<file path="src/include/noc_macros.svh">
`ifndef NOC_MACROS_SVH
`define NOC_MACROS_SVH

// Payload bits carried by every flit.
`define NOC_DATA_WIDTH 32

// Width of each destination coordinate.
`define NOC_COORD_WIDTH 3

// Router ports: x-plus, x-minus, y-plus, y-minus and local.
`define NOC_PORTS 5

// Bits needed to hold a port index.
`define NOC_PORT_IDX_WIDTH 3

// Flit type field width.
`define NOC_FLIT_TYPE_WIDTH 2

`endif

</file>
<file path="src/hdl/noc_flit_pkg.sv">
package noc_flit_pkg;

  `include "noc_macros.svh"

  // Position of a flit inside its packet.
  typedef enum logic [`NOC_FLIT_TYPE_WIDTH-1:0] {
    flit_head      = 2'd0,
    flit_body      = 2'd1,
    flit_tail      = 2'd2,
    flit_head_tail = 2'd3
  } noc_flit_type_e;

  typedef struct packed {
    noc_flit_type_e              flit_type;
    logic [`NOC_COORD_WIDTH-1:0] dest_x;
    logic [`NOC_COORD_WIDTH-1:0] dest_y;
    logic [`NOC_DATA_WIDTH-1:0]  data;
  } noc_flit_t;

  // Opens a multi-flit packet.
  function automatic logic is_head(noc_flit_type_e flit_type);
    return flit_type == flit_head;
  endfunction

  // Last flit of any packet, single-flit packets included.
  function automatic logic is_tail(noc_flit_type_e flit_type);
    return (flit_type == flit_tail) || (flit_type == flit_head_tail);
  endfunction

  // Whole packet in one flit.
  function automatic logic is_single(noc_flit_type_e flit_type);
    return flit_type == flit_head_tail;
  endfunction

endpackage

</file>
<file path="src/hdl/noc_port_pkg.sv">
package noc_port_pkg;

  `include "noc_macros.svh"

  import noc_flit_pkg::*;

  typedef enum logic [`NOC_PORT_IDX_WIDTH-1:0] {
    port_xp    = 3'd0,
    port_xm    = 3'd1,
    port_yp    = 3'd2,
    port_ym    = 3'd3,
    port_local = 3'd4
  } noc_port_e;

  // One bit per port, indexed by noc_port_e.
  typedef logic [`NOC_PORTS-1:0] noc_port_vec_t;

  // Forward half of a flit channel; ready runs the other way.
  typedef struct packed {
    logic      valid;
    noc_flit_t flit;
  } noc_flit_ch_t;

  function automatic noc_port_vec_t port_bit(noc_port_e port);
    return noc_port_vec_t'(1) << port;
  endfunction

endpackage

</file>
<file path="src/hdl/noc_output_block.sv">
`timescale 1ns/1ps

`include "noc_macros.svh"

module noc_output_block
  import noc_port_pkg::*;
(
  input  logic          clk,
  input  logic          i_rst,

  // Sources: xp, xm, yp, ym and local, in noc_port_e order.
  input  noc_port_vec_t i_request,
  input  noc_flit_ch_t  i_flit [`NOC_PORTS],
  output noc_port_vec_t o_grant,
  output noc_port_vec_t o_ready,

  // Downstream receiver.
  output noc_flit_ch_t  o_flit,
  input  logic          i_out_ready
);

  noc_port_vec_t output_grant;
  logic          output_free;

  // Picks one requester and holds it for a whole packet.
  noc_port_controller u_port_controller (
    .clk           (clk          ),
    .i_rst         (i_rst        ),
    .i_request     (i_request    ),
    .i_output_free (output_free  ),
    .o_grant       (output_grant )
  );

  // Steers the granted source to the output.
  noc_output_switch u_output_switch (
    .clk           (clk          ),
    .i_rst         (i_rst        ),
    .i_grant       (output_grant ),
    .i_flit        (i_flit       ),
    .o_ready       (o_ready      ),
    .o_flit        (o_flit       ),
    .i_out_ready   (i_out_ready  ),
    .o_output_free (output_free  )
  );

  assign o_grant = output_grant;

endmodule

</file>
<file path="src/hdl/noc_output_switch.sv">
`timescale 1ns/1ps

`include "noc_macros.svh"

module noc_output_switch
  import noc_flit_pkg::*;
  import noc_port_pkg::*;
(
  input  logic          clk,
  input  logic          i_rst,
  input  noc_port_vec_t i_grant,
  input  noc_flit_ch_t  i_flit [`NOC_PORTS],
  output noc_port_vec_t o_ready,
  output noc_flit_ch_t  o_flit,
  input  logic          i_out_ready,
  output logic          o_output_free
);

  noc_flit_ch_t   sel_flit;
  noc_flit_type_e out_type;
  logic           transfer;
  logic           head_xfer;
  logic           tail_xfer;
  logic           packet_active;

  // One-hot AND-OR mux; an all-zero grant yields an invalid channel.
  always_comb begin
    sel_flit = '0;
    for (int i = 0; i < `NOC_PORTS; i++) begin
      sel_flit = sel_flit | ({$bits(noc_flit_ch_t){i_grant[i]}} & i_flit[i]);
    end
  end

  assign o_flit = sel_flit;

  // Ready goes back to the granted source only.
  assign o_ready = i_grant & {`NOC_PORTS{i_out_ready}};

  assign out_type = sel_flit.flit.flit_type;
  assign transfer = sel_flit.valid && i_out_ready;

  assign head_xfer = transfer && is_head(out_type);

  // A plain tail only ends a packet that a head has opened.
  assign tail_xfer = transfer && is_tail(out_type) &&
                     (packet_active || is_single(out_type));

  assign o_output_free = tail_xfer;

  // Set by a head, cleared by its tail.
  always_ff @(posedge clk) begin
    if (i_rst) begin
      packet_active <= 1'b0;
    end else if (head_xfer) begin
      packet_active <= 1'b1;
    end else if (tail_xfer) begin
      packet_active <= 1'b0;
    end
  end

endmodule

</file>
<file path="src/hdl/noc_port_controller.sv">
`timescale 1ns/1ps

`include "noc_macros.svh"

module noc_port_controller
  import noc_port_pkg::*;
(
  input  logic          clk,
  input  logic          i_rst,
  input  noc_port_vec_t i_request,
  input  logic          i_output_free,
  output noc_port_vec_t o_grant
);

  typedef enum logic {
    st_idle,
    st_busy
  } state_e;

  typedef struct packed {
    logic      found;
    noc_port_e port;
  } rr_pick_t;

  state_e        state_q;
  state_e        state_d;
  noc_port_vec_t grant_q;
  noc_port_vec_t grant_d;
  noc_port_e     ptr_q;
  noc_port_e     ptr_d;
  rr_pick_t      pick;
  logic          release_grant;

  // First requester at or after start, wrapping once around all ports.
  function automatic rr_pick_t rr_pick(noc_port_vec_t req, int unsigned start);
    rr_pick_t    result;
    int unsigned idx;
    result.found = 1'b0;
    result.port  = port_xp;
    for (int unsigned i = 0; i < `NOC_PORTS; i++) begin
      idx = (start + i) % `NOC_PORTS;
      if (!result.found && req[idx]) begin
        result.found = 1'b1;
        result.port  = noc_port_e'(idx);
      end
    end
    return result;
  endfunction

  // A granted source that lowers its request without a tail frees the output,
  // so a port regranted on its last tail cannot hold the output forever.
  assign release_grant = i_output_free || !i_request[ptr_q];

  always_comb begin
    state_d = state_q;
    grant_d = grant_q;
    ptr_d   = ptr_q;
    pick    = rr_pick(i_request, int'(ptr_q));
    case (state_q)
      st_idle: begin
        if (pick.found) begin
          state_d = st_busy;
          ptr_d   = pick.port;
          grant_d = port_bit(pick.port);
        end
      end
      st_busy: begin
        if (release_grant) begin
          // Search starts after the port that just finished.
          pick = rr_pick(i_request, int'(ptr_q) + 1);
          if (pick.found) begin
            ptr_d   = pick.port;
            grant_d = port_bit(pick.port);
          end else begin
            state_d = st_idle;
            grant_d = '0;
          end
        end
      end
      default: begin
        state_d = st_idle;
        grant_d = '0;
      end
    endcase
  end

  always_ff @(posedge clk) begin
    if (i_rst) begin
      state_q <= st_idle;
      grant_q <= '0;
      ptr_q   <= port_xp;
    end else begin
      state_q <= state_d;
      grant_q <= grant_d;
      ptr_q   <= ptr_d;
    end
  end

  assign o_grant = grant_q;

endmodule

</file>
<file path="config.mk">
export PLATFORM = sky130hd
export DESIGN_NAME = noc_output_block
export DESIGN_NICKNAME = d
export VERILOG_FILES = /design/src/hdl/noc_flit_pkg.sv /design/src/hdl/noc_port_pkg.sv /design/src/hdl/noc_output_block.sv /design/src/hdl/noc_output_switch.sv /design/src/hdl/noc_port_controller.sv
export VERILOG_INCLUDE_DIRS = /design/src /design/src/include
export SDC_FILE = /design/constraint.sdc
export NUM_CORES = 1
export LEC_CHECK = 0
export ABC_AREA = 1
export BUFFER_PORTS_ARGS = -buffer_cell sky130_fd_sc_hd__buf_2
export CORE_MARGIN = 2
export CORE_UTILIZATION = 40
export CTS_CLUSTER_DIAMETER = 50
export DETAILED_ROUTE_END_ITERATION = 8
export PLACE_DENSITY = 0.79
export SETUP_SLACK_MARGIN = 0.2
export SLEW_MARGIN = 20
export SYNTH_ARGS = -nofsm -noshare
export SYNTH_HDL_FRONTEND = slang
export SYNTH_SLANG_ARGS = --single-unit
</file>
<file path="constraint.sdc">
create_clock -name clk -period 5.6 [get_ports clk]
set_clock_uncertainty 0.15 [all_clocks]
set_input_delay 0.56 -clock clk [delete_from_list [all_inputs] [get_ports clk]]
set_output_delay 0.56 -clock clk [all_outputs]
set_load 0.02 [all_outputs]
</file>
# Word-level counts from Yosys, hierarchy flattened
# Index checks and enable logic that the tools add are counted.
[totals] regBits=10 output_inout_bits=51 word_cells=136
[op_classes] n_reduce_logical=28 eq_ne=5 bitwise_logic=11 n_addsub=9 n_lt_le_gt_ge=11 div_mod_pow=10 shifts=2 n_mux=56
[op_table] operator="< comparator 32 x 4 -> 1 bit, second input constant" n=10
[op_table] operator="remainder unit 32 x 3 -> 32 bit, second input constant" n=9
[op_table] operator="bitwise AND 41 bit" n=5
[op_table] operator="OR 41 bit" n=4
[op_table] operator="2-to-1 mux 4 bit" n=20
[op_table] operator="adder 32 x 2 -> 32 bit, second input constant" n=2
[op_table] operator="binary-select mux 1 bit (select 3 bit)" n=11
[op_table] operator="adder 32 x 1 -> 32 bit, second input constant" n=1
[op_table] operator="adder 32 x 3 -> 32 bit, second input constant" n=1
[op_table] operator="remainder unit 3 x 3 -> 32 bit, second input constant" n=1
[op_table] operator="2-to-1 mux 1 bit" n=16
[op_table] operator="2-to-1 mux 5 bit" n=3
[op_table] operator="logical AND 1 bit" n=12
[op_table] operator="case mux 5 bit (2 select lines)" n=1
[op_table] operator="left shift 1 x 3 -> 5 bit, first input constant" n=2
[op_table] operator="logical NOT 1 bit" n=9
[op_table] operator="2-to-1 mux 3 bit" n=3
[op_table] operator="adder 3 x 1 -> 4 bit, second input constant" n=2
[op_table] operator="adder 3 x 2 -> 4 bit, second input constant" n=2
[op_table] operator="!= test 2 bit, second input constant" n=3
[op_table] operator="case mux 3 bit (2 select lines)" n=1
[op_table] operator="bitwise AND 5 bit" n=1
[op_table] operator="adder 3 x 3 -> 4 bit, second input constant" n=1
[op_table] operator="equality test 2 bit, second input constant" n=2
[op_table] operator="8 further kinds" n=10

# Logic depth before layout (Yosys ltp)
# Gate-level depths: netlist (run 1).
[logic_depth] word_depth=36 depth_mapped=42 depth_no_buf=41

# By module
# A second synthesis (run 1) with hierarchy kept.
[hier_totals] cells_unflattened=1015 area_unflattened_um2=5664.2
[by_module_without_submodules] mod="noc_port_controller" area_each_um2=4145.2 instances=1 cells_each=713
[by_module_without_submodules] mod="noc_output_switch" area_each_um2=1519.0 instances=1 cells_each=302

# Worst setup path before layout (run 1)
# No wires, ideal clock.
[synth_path] path_type="register to register" start="register u_port_controller.ptr_q[0]" end="register u_port_controller.ptr_q[0]" stages_incl_launch_ff=38 n_path_buf=3 setup_slack_ns=0.563 setup_ns=0.122 t_required_ns=5.328 arrival_time_ns=4.765 cell_sequence="dfxtp_1 -> buf_6 -> inv_1 -> buf_2 -> ha_1 -> buf_2 -> inv_2 -> ha_1 -> nand2_1 -> nand3_1 -> nand2_2 -> o21ai_0 -> inv_1 -> ha_1 -> nand4_1 -> nand2_1 -> nor2_1 -> nand3_1 -> [... 2 more ...] -> o21ai_0 -> inv_1 -> ha_1 -> inv_1 -> nand2_1 -> nand3_1 -> nand3_1 -> nor2_2 -> nand2_1 -> nand2_2 -> nand3_1 -> or2_1 -> nand2_2 -> nor2_4 -> nand3_1 -> nand3_2 -> o21ai_0 -> a21oi_1"
[synth_via] elab_chain_cells=30 word_cells_on_any_way=87 classes_between="add/sub: 9; div: 10; eq/ne: 3; mux: 46; reduce/logical: 19"
[synth_lines] item="start, declared" line="noc_port_controller.sv:29" rtl="noc_port_e ptr_q;"
[synth_lines] item="start signal, assigned" line="noc_port_controller.sv:91" rtl="ptr_q <= port_xp;"
[synth_lines] item="start signal, assigned" line="noc_port_controller.sv:95" rtl="ptr_q <= ptr_d;"
[synth_lines] item="parallel branches: the longest is 30 deep, another holds adder 32 x 1 -> 32 bit"
# Several ways; the timed one is not identified. The select of a mux whose other input is x is not followed.
# A chain may end at the register's enable or synchronous reset.

# Worst setup path in the final report (run 1)
[layout_path] start="register u_port_controller.ptr_q[0]" end="register u_port_controller.ptr_q[1]"
# Same word-level chain as after synthesis.

==> impl_metrics.csv, run 1 <==
group,metric,value,unit
synthesis,synth_edf_count,0,
job,maxCapViolations,0,
synthesis,synth_area,0.00495,mm^2
layout,syn_to_final_growth,33.3,%
pwr,seqPwrFrac,5.9,%
layout,layout.area.seq,215,um^2
pwr,power_per_cell_area,743,mW/mm^2
timing,min_period_over_period,88.2,%
cts,postCtsHoldBufs,0,
pwr,internal-power,1740,uW
placement,hpwl,16600,um
worst_setup_path,cp.required,5.57,ns
floorplanning,die_h,115,um
timing,rsz0062_at_grt,"yes",
grt,grt_pass1_vias,6435,
floorplanning,row_count,40,
cts,cts-root-buf,"clkbuf_16",
grt,grt_pass1_wl,30800,um
timing,slew_headroom,36.9,%
layout,fillers,1232,
timing,worst_pin_slew,0.946,ns
worst_setup_path,slowest_stage,"ha_1",
worst_setup_path,crit_type,"flip-flop to flip-flop",
outcome,status,"finished clean",
pwr,comb_power_share,91.2,%
floorplanning,coreArea,0.0121,mm^2
synthesis,ys_seq_elements,10,
layout,fin_nets,1439,
timing,setup_tns,0,ns
drt,post_drt_wl_per_cell,15.1,um
drt,num_vias,7162,
synthesis,avgSynthCellArea,5.31,um^2
worst_setup_path,cpPeakStageDelay,0.42,ns
synthesis,synth_area_leaders,"nand2_1 (29%), ha_1 (13%), inv_1 (7.6%)",
cts,cts_htree_levels,1,
timing,fin_ws,0.659,ns
grt,overflow,0,
worst_setup_path,path_common_cell,"nand2_1",
drt,firstDrtPassIters,5,
drt,drt_wl_total,20300,um
timing,period_needed,4.94,ns
floorplanning,start_util,41.0,%
placement,portBuffers,263,
worst_setup_path,path_delay_family,"simple AND/OR/NAND/NOR gates",
min_path,hp-class,"flip-flop to flip-flop",
pwr,p_total,4900,uW
drt,via_per_inst,5.32,
timing,drv_slew,0,
grt,grt_max_degree,45,
worst_setup_path,cp.arrival,4.91,ns
grt,antenna_found_initial,4,
worst_setup_path,startpoint_type,"flip-flop",
pwr,swShare,64.5,%
worst_setup_path,path_max_fanout,8,
floorplanning,die_width,115,um
floorplanning,ioPinCount,264,
synthesis,syn_inst,932,
timing,hold_violations,0,
synthesis,ys.flop_type,"dfxtp_1",
drt,drt-initial-drc-count,588,
pwr,peakVddDrop,0.000367,V
layout,layout-drive-gt1-share,29.8,%
worst_setup_path,cp-end-kind,"flip-flop",
cts,clock_path_buffers,2,
synthesis,yosysSeqAreaShare,4.04,%
cts,clock_sinks,10,
cts,cts_buffers,3,
pwr,leakage,0.00393,uW
cts,cts.clk_slew.worst_paths,0.04,ns
cts,cts_tree,"yes",
synthesis,ys_warn_count,0,
worst_setup_path,worst-path-buf-inv,6,
cts,clock_latency,0.24,ns
floorplanning,die_area,0.0133,mm^2
drt,ant_nets,0,
drt,drc,0,
placement,post-place-ws,0.333,ns
layout,multi_input_comb_area,0.00424,mm^2
synthesis,ys_async_sr_fraction,0,%
synthesis,synth_top_cell_by_area,"nand2_1",
synthesis,synth_cell_types,45,
grt,grt_usage,28.8,%
pwr,clkPwrFrac,2.9,%
timing,fmax,202,MHz
synthesis,synth.top_cell.area_share,28.7,%
placement,routabilityCongestion,0.966,
synthesis,synth_nets,1195,
timing,setup_viol,0,
pwr,switchingPower,3160,uW
power by group through the flow:
stage / registers (uW) / clock network, uW / logic [uW]
after detailed placement: 275 / 0 / 4300
after global routing: 301 / 146 / 5070
after floorplan: 137 / 0 / 3400
final: 288 / 142 / 4470
after CTS: 274 / 143 / 4330
after global placement: 275 / 0 / 4230
flip-flops by register name, summed over array words and instances (netlist names):
register	flops
u_output_switch.packet_active	1
u_port_controller.state_q	1
u_port_controller.o_grant	5
u_port_controller.ptr_q	3
what timing repair did:
action	in CTS	in global routing
setup endpoints to repair	0	9
resized for setup	0	25
buffers inserted	0	2
routing by layer:
layer	up-vias	part of all wire, %	wire length [um]	GRT usage, %
li1	3563	-	-	-
met1	3206	41	8350	37.3
met2	360	47	9560	48.0
met3	33	8.8	1790	4.16
met4	0	2.8	576	11.9
met5	-	0	0	0
cells in the mapped netlist (all sizes together) (2+ instances only):
cell    instances
nand2         395
o21ai          55
a22o            3
dfxtp          10
nor2           59
nor3            4
nand3b          3
ha             50
o211ai          9
a31oi           2
a221oi         41
o21bai          5
buf             6
clkbuf         30
xnor2           3
nand4          21
a21oi          25
inv           109
nand3          77
xor2           13
o21a            2
worst register-to-register path, delay by kind of cell, from the launching register on:
kind	cells	cell delay, ns
simple gates	20	2.26
fa+ha+maj	4	1.08
buf+inv	6	0.45
flops	1	0.40
compound gates	3	0.30
xor+xnor	1	0.18
placed cells by master, fill, tap and decap left out, drive strengths merged, types with 5 or more instances in the layout:
cell type / instances
o211ai: 9
dfxtp: 10
ha: 50
nor2: 59
xor2: 13
buf: 275
nand4: 21
o21ai: 55
nand3: 77
o21bai: 5
a21oi: 25
a221oi: 41
inv: 109
nand2: 395
area by class of cell:
cell class              count  area share (%)
inverters                 110            6.41
clock buffers               4            1.35
repair buffers            275            21.4
flip-flops and latches     10            3.26
diodes                      4           0.152
multi-input cells         776            64.3
well taps                 168            3.18
cell families (layout without fill, tap and decap cells):
group | after synthesis | in the layout | share of synthesized area (%)
compound gates | 148 | 148 | 20.3
fa+ha+maj | 50 | 50 | 12.6
buf+inv | 146 | 389 | 11.5
simple gates | 562 | 562 | 48.6
xor+xnor | 16 | 16 | 2.98
flops | 10 | 10 | 4.04
other cells | 0 | 4 | 0
per-stage QoR:
| step | utilization [%] | instance area [um^2] | hold WS [ns] | instances |
|---|---|---|---|---|
| after floorplan | - | 4950 | 0.319 | 932 |
| after CTS | 53.9 | 6500 | 0.368 | 1341 |
| after global placement | 53.1 | 6410 | 0.341 | 1337 |
| after detailed placement | 53.1 | 6410 | 0.354 | 1337 |
| after global routing | 54.7 | 6600 | 0.437 | 1347 |
| final | 54.7 | 6600 | 0.365 | 1347 |
path summary, 6_finish.rpt:
kind / cells after the start / slack (ns) / from / endpoint
worst max-delay path: 34 / 0.66 / u_port_controller.ptr_q[0]$_SDFFE_PP0P_ / u_port_controller.ptr_q[1]$_SDFFE_PP0P_
worst min-delay path: 2 / 0.37 / u_output_switch.packet_active$_SDFFE_PP0P_ / u_output_switch.packet_active$_SDFFE_PP0P_
worst max register to register: 34 / 0.66 / u_port_controller.ptr_q[0]$_SDFFE_PP0P_ / u_port_controller.ptr_q[1]$_SDFFE_PP0P_
worst min register to register: 2 / 0.37 / u_output_switch.packet_active$_SDFFE_PP0P_ / u_output_switch.packet_active$_SDFFE_PP0P_
(Power assumes the default switching activity.)
==> inputs of run 2 (changes only) <==
--- a/config.mk
+++ b/config.mk
@@ -6,13 +6,12 @@
 export SDC_FILE = /design/constraint.sdc
 export NUM_CORES = 1
 export LEC_CHECK = 0
-export ABC_AREA = 1
 export BUFFER_PORTS_ARGS = -buffer_cell sky130_fd_sc_hd__buf_2
 export CORE_MARGIN = 2
 export CORE_UTILIZATION = 40
 export CTS_CLUSTER_DIAMETER = 50
 export DETAILED_ROUTE_END_ITERATION = 8
-export PLACE_DENSITY = 0.79
+export PLACE_DENSITY = 0.77
 export SETUP_SLACK_MARGIN = 0.2
 export SLEW_MARGIN = 20
 export SYNTH_ARGS = -nofsm -noshare
==> run 2 against run 1 <==
- the run now ends with negative setup slack left
- critical path depth shrank 2
- worst hold slack worse by 0.027 ns
- area after synthesis is 7.6% higher
- largest cell class unchanged
- highest routed layer unchanged
==> impl_metrics.csv, run 2 <==
group,metric,value,unit
worst_setup_path,cpPeakStageDelay,0.40,ns
synthesis,synth.top_cell.area_share,11.7,%
cts,cts_tree,"yes",
worst_setup_path,path_common_cell,"buf_4",
placement,routabilityCongestion,0.926,
timing,hold_violations,0,
grt,overflow,0,
timing,min_period_over_period,103,%
layout,fin_nets,1329,
layout,mostFrequentLayoutCells,"buf_2 (263), buf_4 (105), nand2_1 (80)",
pwr,power_per_cell_area,797,mW/mm^2
cts,cts.clk_slew.worst_paths,0.04,ns
drt,drc,0,
placement,portBuffers,263,
synthesis,ys_seq_elements,10,
layout,fillers,1213,
grt,grt_usage,34.1,%
placement,place_area,0.00743,mm^2
min_path,hold_depth,2,
job,maxCapViolations,0,
timing,period_needed,5.77,ns
placement,hpwl,20100,um
cts,clock_sinks,10,
grt,grt_pass1_wl,38900,um
worst_setup_path,cp_num_cells,32,
pwr,peakVddDrop,0.000494,V
worst_setup_path,path_delay_family,"buffers and inverters",
synthesis,synth_edf_count,0,
timing,setup_viol,5,
grt,antenna_found_initial,1,
timing,drv_slew,0,
timing,fmax,173,MHz
worst_setup_path,path_max_fanout,6,
synthesis,yosysSeqAreaShare,3.76,%
worst_setup_path,cp-end-kind,"flip-flop",
synthesis,ys_async_sr_fraction,0,%
synthesis,synth_area,0.00533,mm^2
synthesis,synth_area_leaders,"ha_1 (12%), a222oi_1 (7.9%), a22oi_1 (6.3%)",
cts,cts_htree_levels,1,
grt,grt_max_degree,45,
drt,num_vias,7731,
synthesis,synthTopCellsByCount,"nand2_1 (82), ha_1 (50), a21oi_1 (47)",
synthesis,syn_inst,742,
min_path,hp-class,"flip-flop to flip-flop",
worst_setup_path,rr_worst_depth,32,
layout,layout-drive-gt1-share,44.0,%
grt,grt_pass1_vias,7178,
timing,rsz0062_at_grt,"yes",
drt,ant_nets,0,
synthesis,ys_warn_count,0,
synthesis,ys.flop_type,"dfxtp_1",
timing,fin_ws,-0.175,ns
layout,finalNonFillerCells,1242,
layout,largest_reg_flops,5,
drt,firstDrtPassIters,7,
timing,worst_pin_slew,0.891,ns
floorplanning,coreArea,0.0131,mm^2
worst_setup_path,cp.required,5.60,ns
worst_setup_path,cp.arrival,5.77,ns
floorplanning,die_area,0.0143,mm^2
synthesis,synth_cell_types,86,
placement,place_inst,1207,
drt,drt_wl_total,25800,um
floorplanning,die_width,119,um
drt,drt-initial-drc-count,795,
floorplanning,row_count,42,
cts,cts-root-buf,"clkbuf_16",
synthesis,avgSynthCellArea,7.18,um^2
layout,final_util,60.2,%
layout,syn_to_final_growth,48.3,%
outcome,violations,"negative setup slack",
cts,clock_latency,0.24,ns
pwr,leakage,0.00385,uW
worst_setup_path,crit_type,"flip-flop to flip-flop",
pwr,p_total,6300,uW
floorplanning,start_util,40.6,%
drt,post_drt_wl_per_cell,20.8,um
synthesis,synth_top_cell_by_area,"ha_1",
layout,final_common_cell,"buf_2",
floorplanning,ioPinCount,264,
layout,design_area,0.00791,mm^2
synthesis,yosysMostFrequentCell,"nand2_1",
outcome,status,"finished, violations left",
worst_setup_path,startpoint_type,"flip-flop",
floorplanning,die_h,119,um
timing,fin_hold_ws,0.338,ns
worst_setup_path,worst-path-buf-inv,17,
drt,via_per_inst,6.22,
worst_setup_path,slowest_stage,"or3b_1",
cts,clock_path_buffers,2,
timing,slew_headroom,40.6,%
cts,cts_buffers,3,
synthesis,synth_nets,1005,
## run 2: layout make-up
cell class | instances | area, um^2 | area share (%)
sequential | 10 | 209 | 2.64
antenna | 1 | 2.50 | 0.0317
inverter | 40 | 163 | 2.06
tap | 176 | 220 | 2.79
multi-input combinational | 637 | 5060 | 64.0
timing repair buffer | 374 | 2170 | 27.5
clock buffer | 4 | 78.8 | 0.997
## run 2: cell families after synthesis
logic type                 Yosys count  synth area share (%)
AOI/OAI and AO/OA                  282                  41.3
and+or+nand+nor                    244                  23.0
buffers and inverters               95                  7.07
adders and majority gates           52                  12.1
muxes                               37                  8.73
xor gates and xnor gates            22                  4.04
DFF                                 10                  3.76
## run 2: metrics by stage
step | setup WS [ns] | setup TNS (ns)
floorplan | -0.612 | -3.61
global placement | -0.107 | -0.269
detailed placement | -0.291 | -1.32
CTS | -0.0111 | -0.0111
global route | -0.380 | -2.47
finish | -0.175 | -0.583
## run 2: path summary, 6_finish.rpt
check	to	slack, ns	startpoint
hold reg to reg	u_output_switch.packet_active$_SDFFE_PP0P_	0.34	u_output_switch.packet_active$_SDFFE_PP0P_
hold / removal	u_output_switch.packet_active$_SDFFE_PP0P_	0.34	u_output_switch.packet_active$_SDFFE_PP0P_
setup / recovery	u_port_controller.o_grant[1]$_SDFFE_PP0P_	-0.17	u_port_controller.ptr_q[0]$_SDFFE_PP0P_
setup reg to reg	u_port_controller.o_grant[1]$_SDFFE_PP0P_	-0.17	u_port_controller.ptr_q[0]$_SDFFE_PP0P_
## run 2: what timing repair did
item                                    in CTS  in global routing
buffers inserted                            24                  6
gates resized for setup                     25                 15
pin swaps                                   19                 12
cloned                                       0                  0
hold buffers                                 0                  0
hold endpoints to repair                     0                  0
endpoints found under the setup margin       8                  9
## run 2: tightest hold or removal path, stage by stage, from the launching register on
cell,delay [ns]
dfxtp_1,0.30
nor2_1,0.09
nor3_1,0.05
## run 2: power breakdown
part           total, uW  switching, uW  internal (uW)
Clock                128           33.0           95.4
Combinational       6020           3310           2710
Sequential           156           53.4            102
## run 2: layer usage
layer | track usage (%) | share of wire (%) | up-vias
met5 | 0 | 0 | -
met1 | 44.9 | 41 | 3627
li1 | - | - | 3581
met2 | 54.8 | 44 | 480
met3 | 10.4 | 13 | 43
met4 | 7.65 | 2.1 | 0
==> inputs of run 3 (changes only) <==
--- a/config.mk
+++ b/config.mk
@@ -6,7 +6,7 @@
 export SDC_FILE = /design/constraint.sdc
 export NUM_CORES = 1
 export LEC_CHECK = 0
-export BUFFER_PORTS_ARGS = -buffer_cell sky130_fd_sc_hd__buf_2
+export BUFFER_PORTS_ARGS = -buffer_cell sky130_fd_sc_hd__buf_4
 export CORE_MARGIN = 2
 export CORE_UTILIZATION = 40
 export CTS_CLUSTER_DIAMETER = 50
==> run 3 against run 2 <==
- the run still ends with negative setup slack left
- core utilization rose by 5.6 points
- critical path depth fell by 1
- sequential power rose by 17%
- wire length rose by 2.7%
==> impl_metrics.csv, run 3 (synthesis results as in run 2) <==
group,metric,value,unit
grt,antenna_found_initial,0,
worst_setup_path,cpPeakStageDelay,0.48,ns
worst_setup_path,startpoint_type,"flip-flop",
timing,rsz0062_at_grt,"yes",
cts,clock_sinks,10,
grt,grt_usage,35.3,%
placement,hpwl,20300,um
cts,cts_htree_levels,1,
floorplanning,ioPinCount,264,
placement,place_inst,1213,
layout,mostFrequentLayoutCells,"buf_4 (373), nand2_1 (82), a22oi_1 (45)",
grt,overflow,0,
floorplanning,start_util,40.6,%
timing,min_period_over_period,104,%
drt,wl_met3,3760,um
grt,grt_pass1_wl,40000,um
timing,setup_viol,9,
drt,drc,0,
drt,post_drt_wl_per_cell,21.2,um
pwr,peakVddDrop,0.000551,V
placement,portBuffers,263,
placement,routabilityCongestion,0.982,
drt,drt-initial-drc-count,768,
cts,clock_path_buffers,2,
outcome,status,"finished, violations left",
worst_setup_path,cp.arrival,5.83,ns
timing,worst_pin_slew,0.880,ns
drt,route.met2.wl,11600,um
layout,layout-drive-gt1-share,44.1,%
worst_setup_path,path_max_fanout,7,
drt,via_per_inst,6.22,
cts,cts_buffers,3,
grt,grt_pass1_vias,7450,
timing,slew_headroom,41.3,%
worst_setup_path,cp.required,5.60,ns
layout,finalNonFillerCells,1249,
floorplanning,coreArea,0.0131,mm^2
timing,setup_tns,-1.03,ns
layout,syn_to_final_growth,62.1,%
worst_setup_path,cp-end-kind,"flip-flop",
min_path,hold_depth,2,
grt,grt_max_degree,45,
drt,drt_wl_total,26500,um
drt,ant_nets,0,
cts,postCtsHoldBufs,0,
floorplanning,die_h,119,um
cts,cts_tree,"yes",
layout,fin_nets,1337,
floorplanning,row_count,42,
timing,fin_ws,-0.225,ns
cts,clock_latency,0.24,ns
timing,period_needed,5.82,ns
timing,hold_violations,0,
drt,wl_met1,10100,um
outcome,violations,"negative setup slack",
worst_setup_path,rr_worst_depth,31,
drt,firstDrtPassIters,8,
layout,final_common_cell,"buf_4",
timing,drv_slew,0,
job,maxCapViolations,0,
pwr,leakage,0.00411,uW
cts,cts-root-buf,"clkbuf_16",
worst_setup_path,crit_type,"flip-flop to flip-flop",
worst_setup_path,slowest_stage,"or4b_4",
floorplanning,die_area,0.0143,mm^2
timing,fmax,172,MHz
floorplanning,die_width,119,um
pwr,power_per_cell_area,772,mW/mm^2
worst_setup_path,path_common_cell,"buf_4",
drt,num_vias,7766,
min_path,hp-class,"flip-flop to flip-flop",
layout,largest_reg_flops,5,
drt,routed.top_layer,"met4",
layout,n_antenna_cell,0,
cts,cts.clk_slew.worst_paths,0.04,ns
## run 3: final cells by class
cell class	count	area (um^2)
clock buffers	4	88.8
fillers	1150	4500
inverters	40	163
multi-input cells	637	5050
flip-flops and latches	10	211
well taps	176	220
repair buffers	382	2900
## run 3: per-stage QoR
stage / total power, uW / hold slack (ns) / cell area [um^2] / util [%] / worst slack [ns]
6_report: 6670 / 0.345 / 8640 / 65.7 / -0.225
5_1_grt: 7140 / 0.367 / 8640 / 65.7 / -0.487
4_1_cts: 6260 / 0.340 / 8510 / 64.8 / 0.00640
3_5_place_dp: 5760 / 0.331 / 8130 / 61.9 / -0.311
3_3_place_gp: 5680 / 0.325 / 8130 / 61.9 / -0.173
2_1_floorplan: 3870 / 0.314 / 5550 / - / -0.612
## run 3: worst max-delay path: cells and delay by family (launching register included)
family	cells	cell delay, ns
flip-flops	1	0.35
AO/OA/AOI/OAI	9	1.73
adder cells (fa/ha/maj)	5	1.03
multiplexers	1	0.14
AND/OR/NAND/NOR	8	1.52
buffers and inverters	8	0.82
## run 3: worst paths after layout
check | from | to | slack (ns)
worst min register to register | u_output_switch.packet_active$_SDFFE_PP0P_ | u_output_switch.packet_active$_SDFFE_PP0P_ | 0.34
worst max register to register | u_port_controller.ptr_q[1]$_SDFFE_PP0P_ | u_port_controller.o_grant[1]$_SDFFE_PP0P_ | -0.22
worst max-delay path | u_port_controller.ptr_q[1]$_SDFFE_PP0P_ | u_port_controller.o_grant[1]$_SDFFE_PP0P_ | -0.22
worst min-delay path | u_output_switch.packet_active$_SDFFE_PP0P_ | u_output_switch.packet_active$_SDFFE_PP0P_ | 0.34
## run 3: repair_timing
| action | 4_1_cts | 5_1_grt |
|---|---|---|
| setup endpoints to repair | 9 | 9 |
| buffers inserted | 24 | 8 |
| resized for setup | 24 | 17 |
| pin swaps | 20 | 20 |
## run 3: where the power goes
part           total, uW  switching [uW]  leakage, uW  internal (uW)
sequential           183            79.8    0.0000848            103
combinational       6340            3390      0.00398           2950
clock                146            38.0    0.0000442            108
## run 3: per-layer routing
metal | GRT usage (%) | vias up
li1 | - | 3583
met1 | 43.9 | 3590
met2 | 55.2 | 495
met3 | 13.3 | 98
met4 | 13.6 | 0
met5 | 0 | -
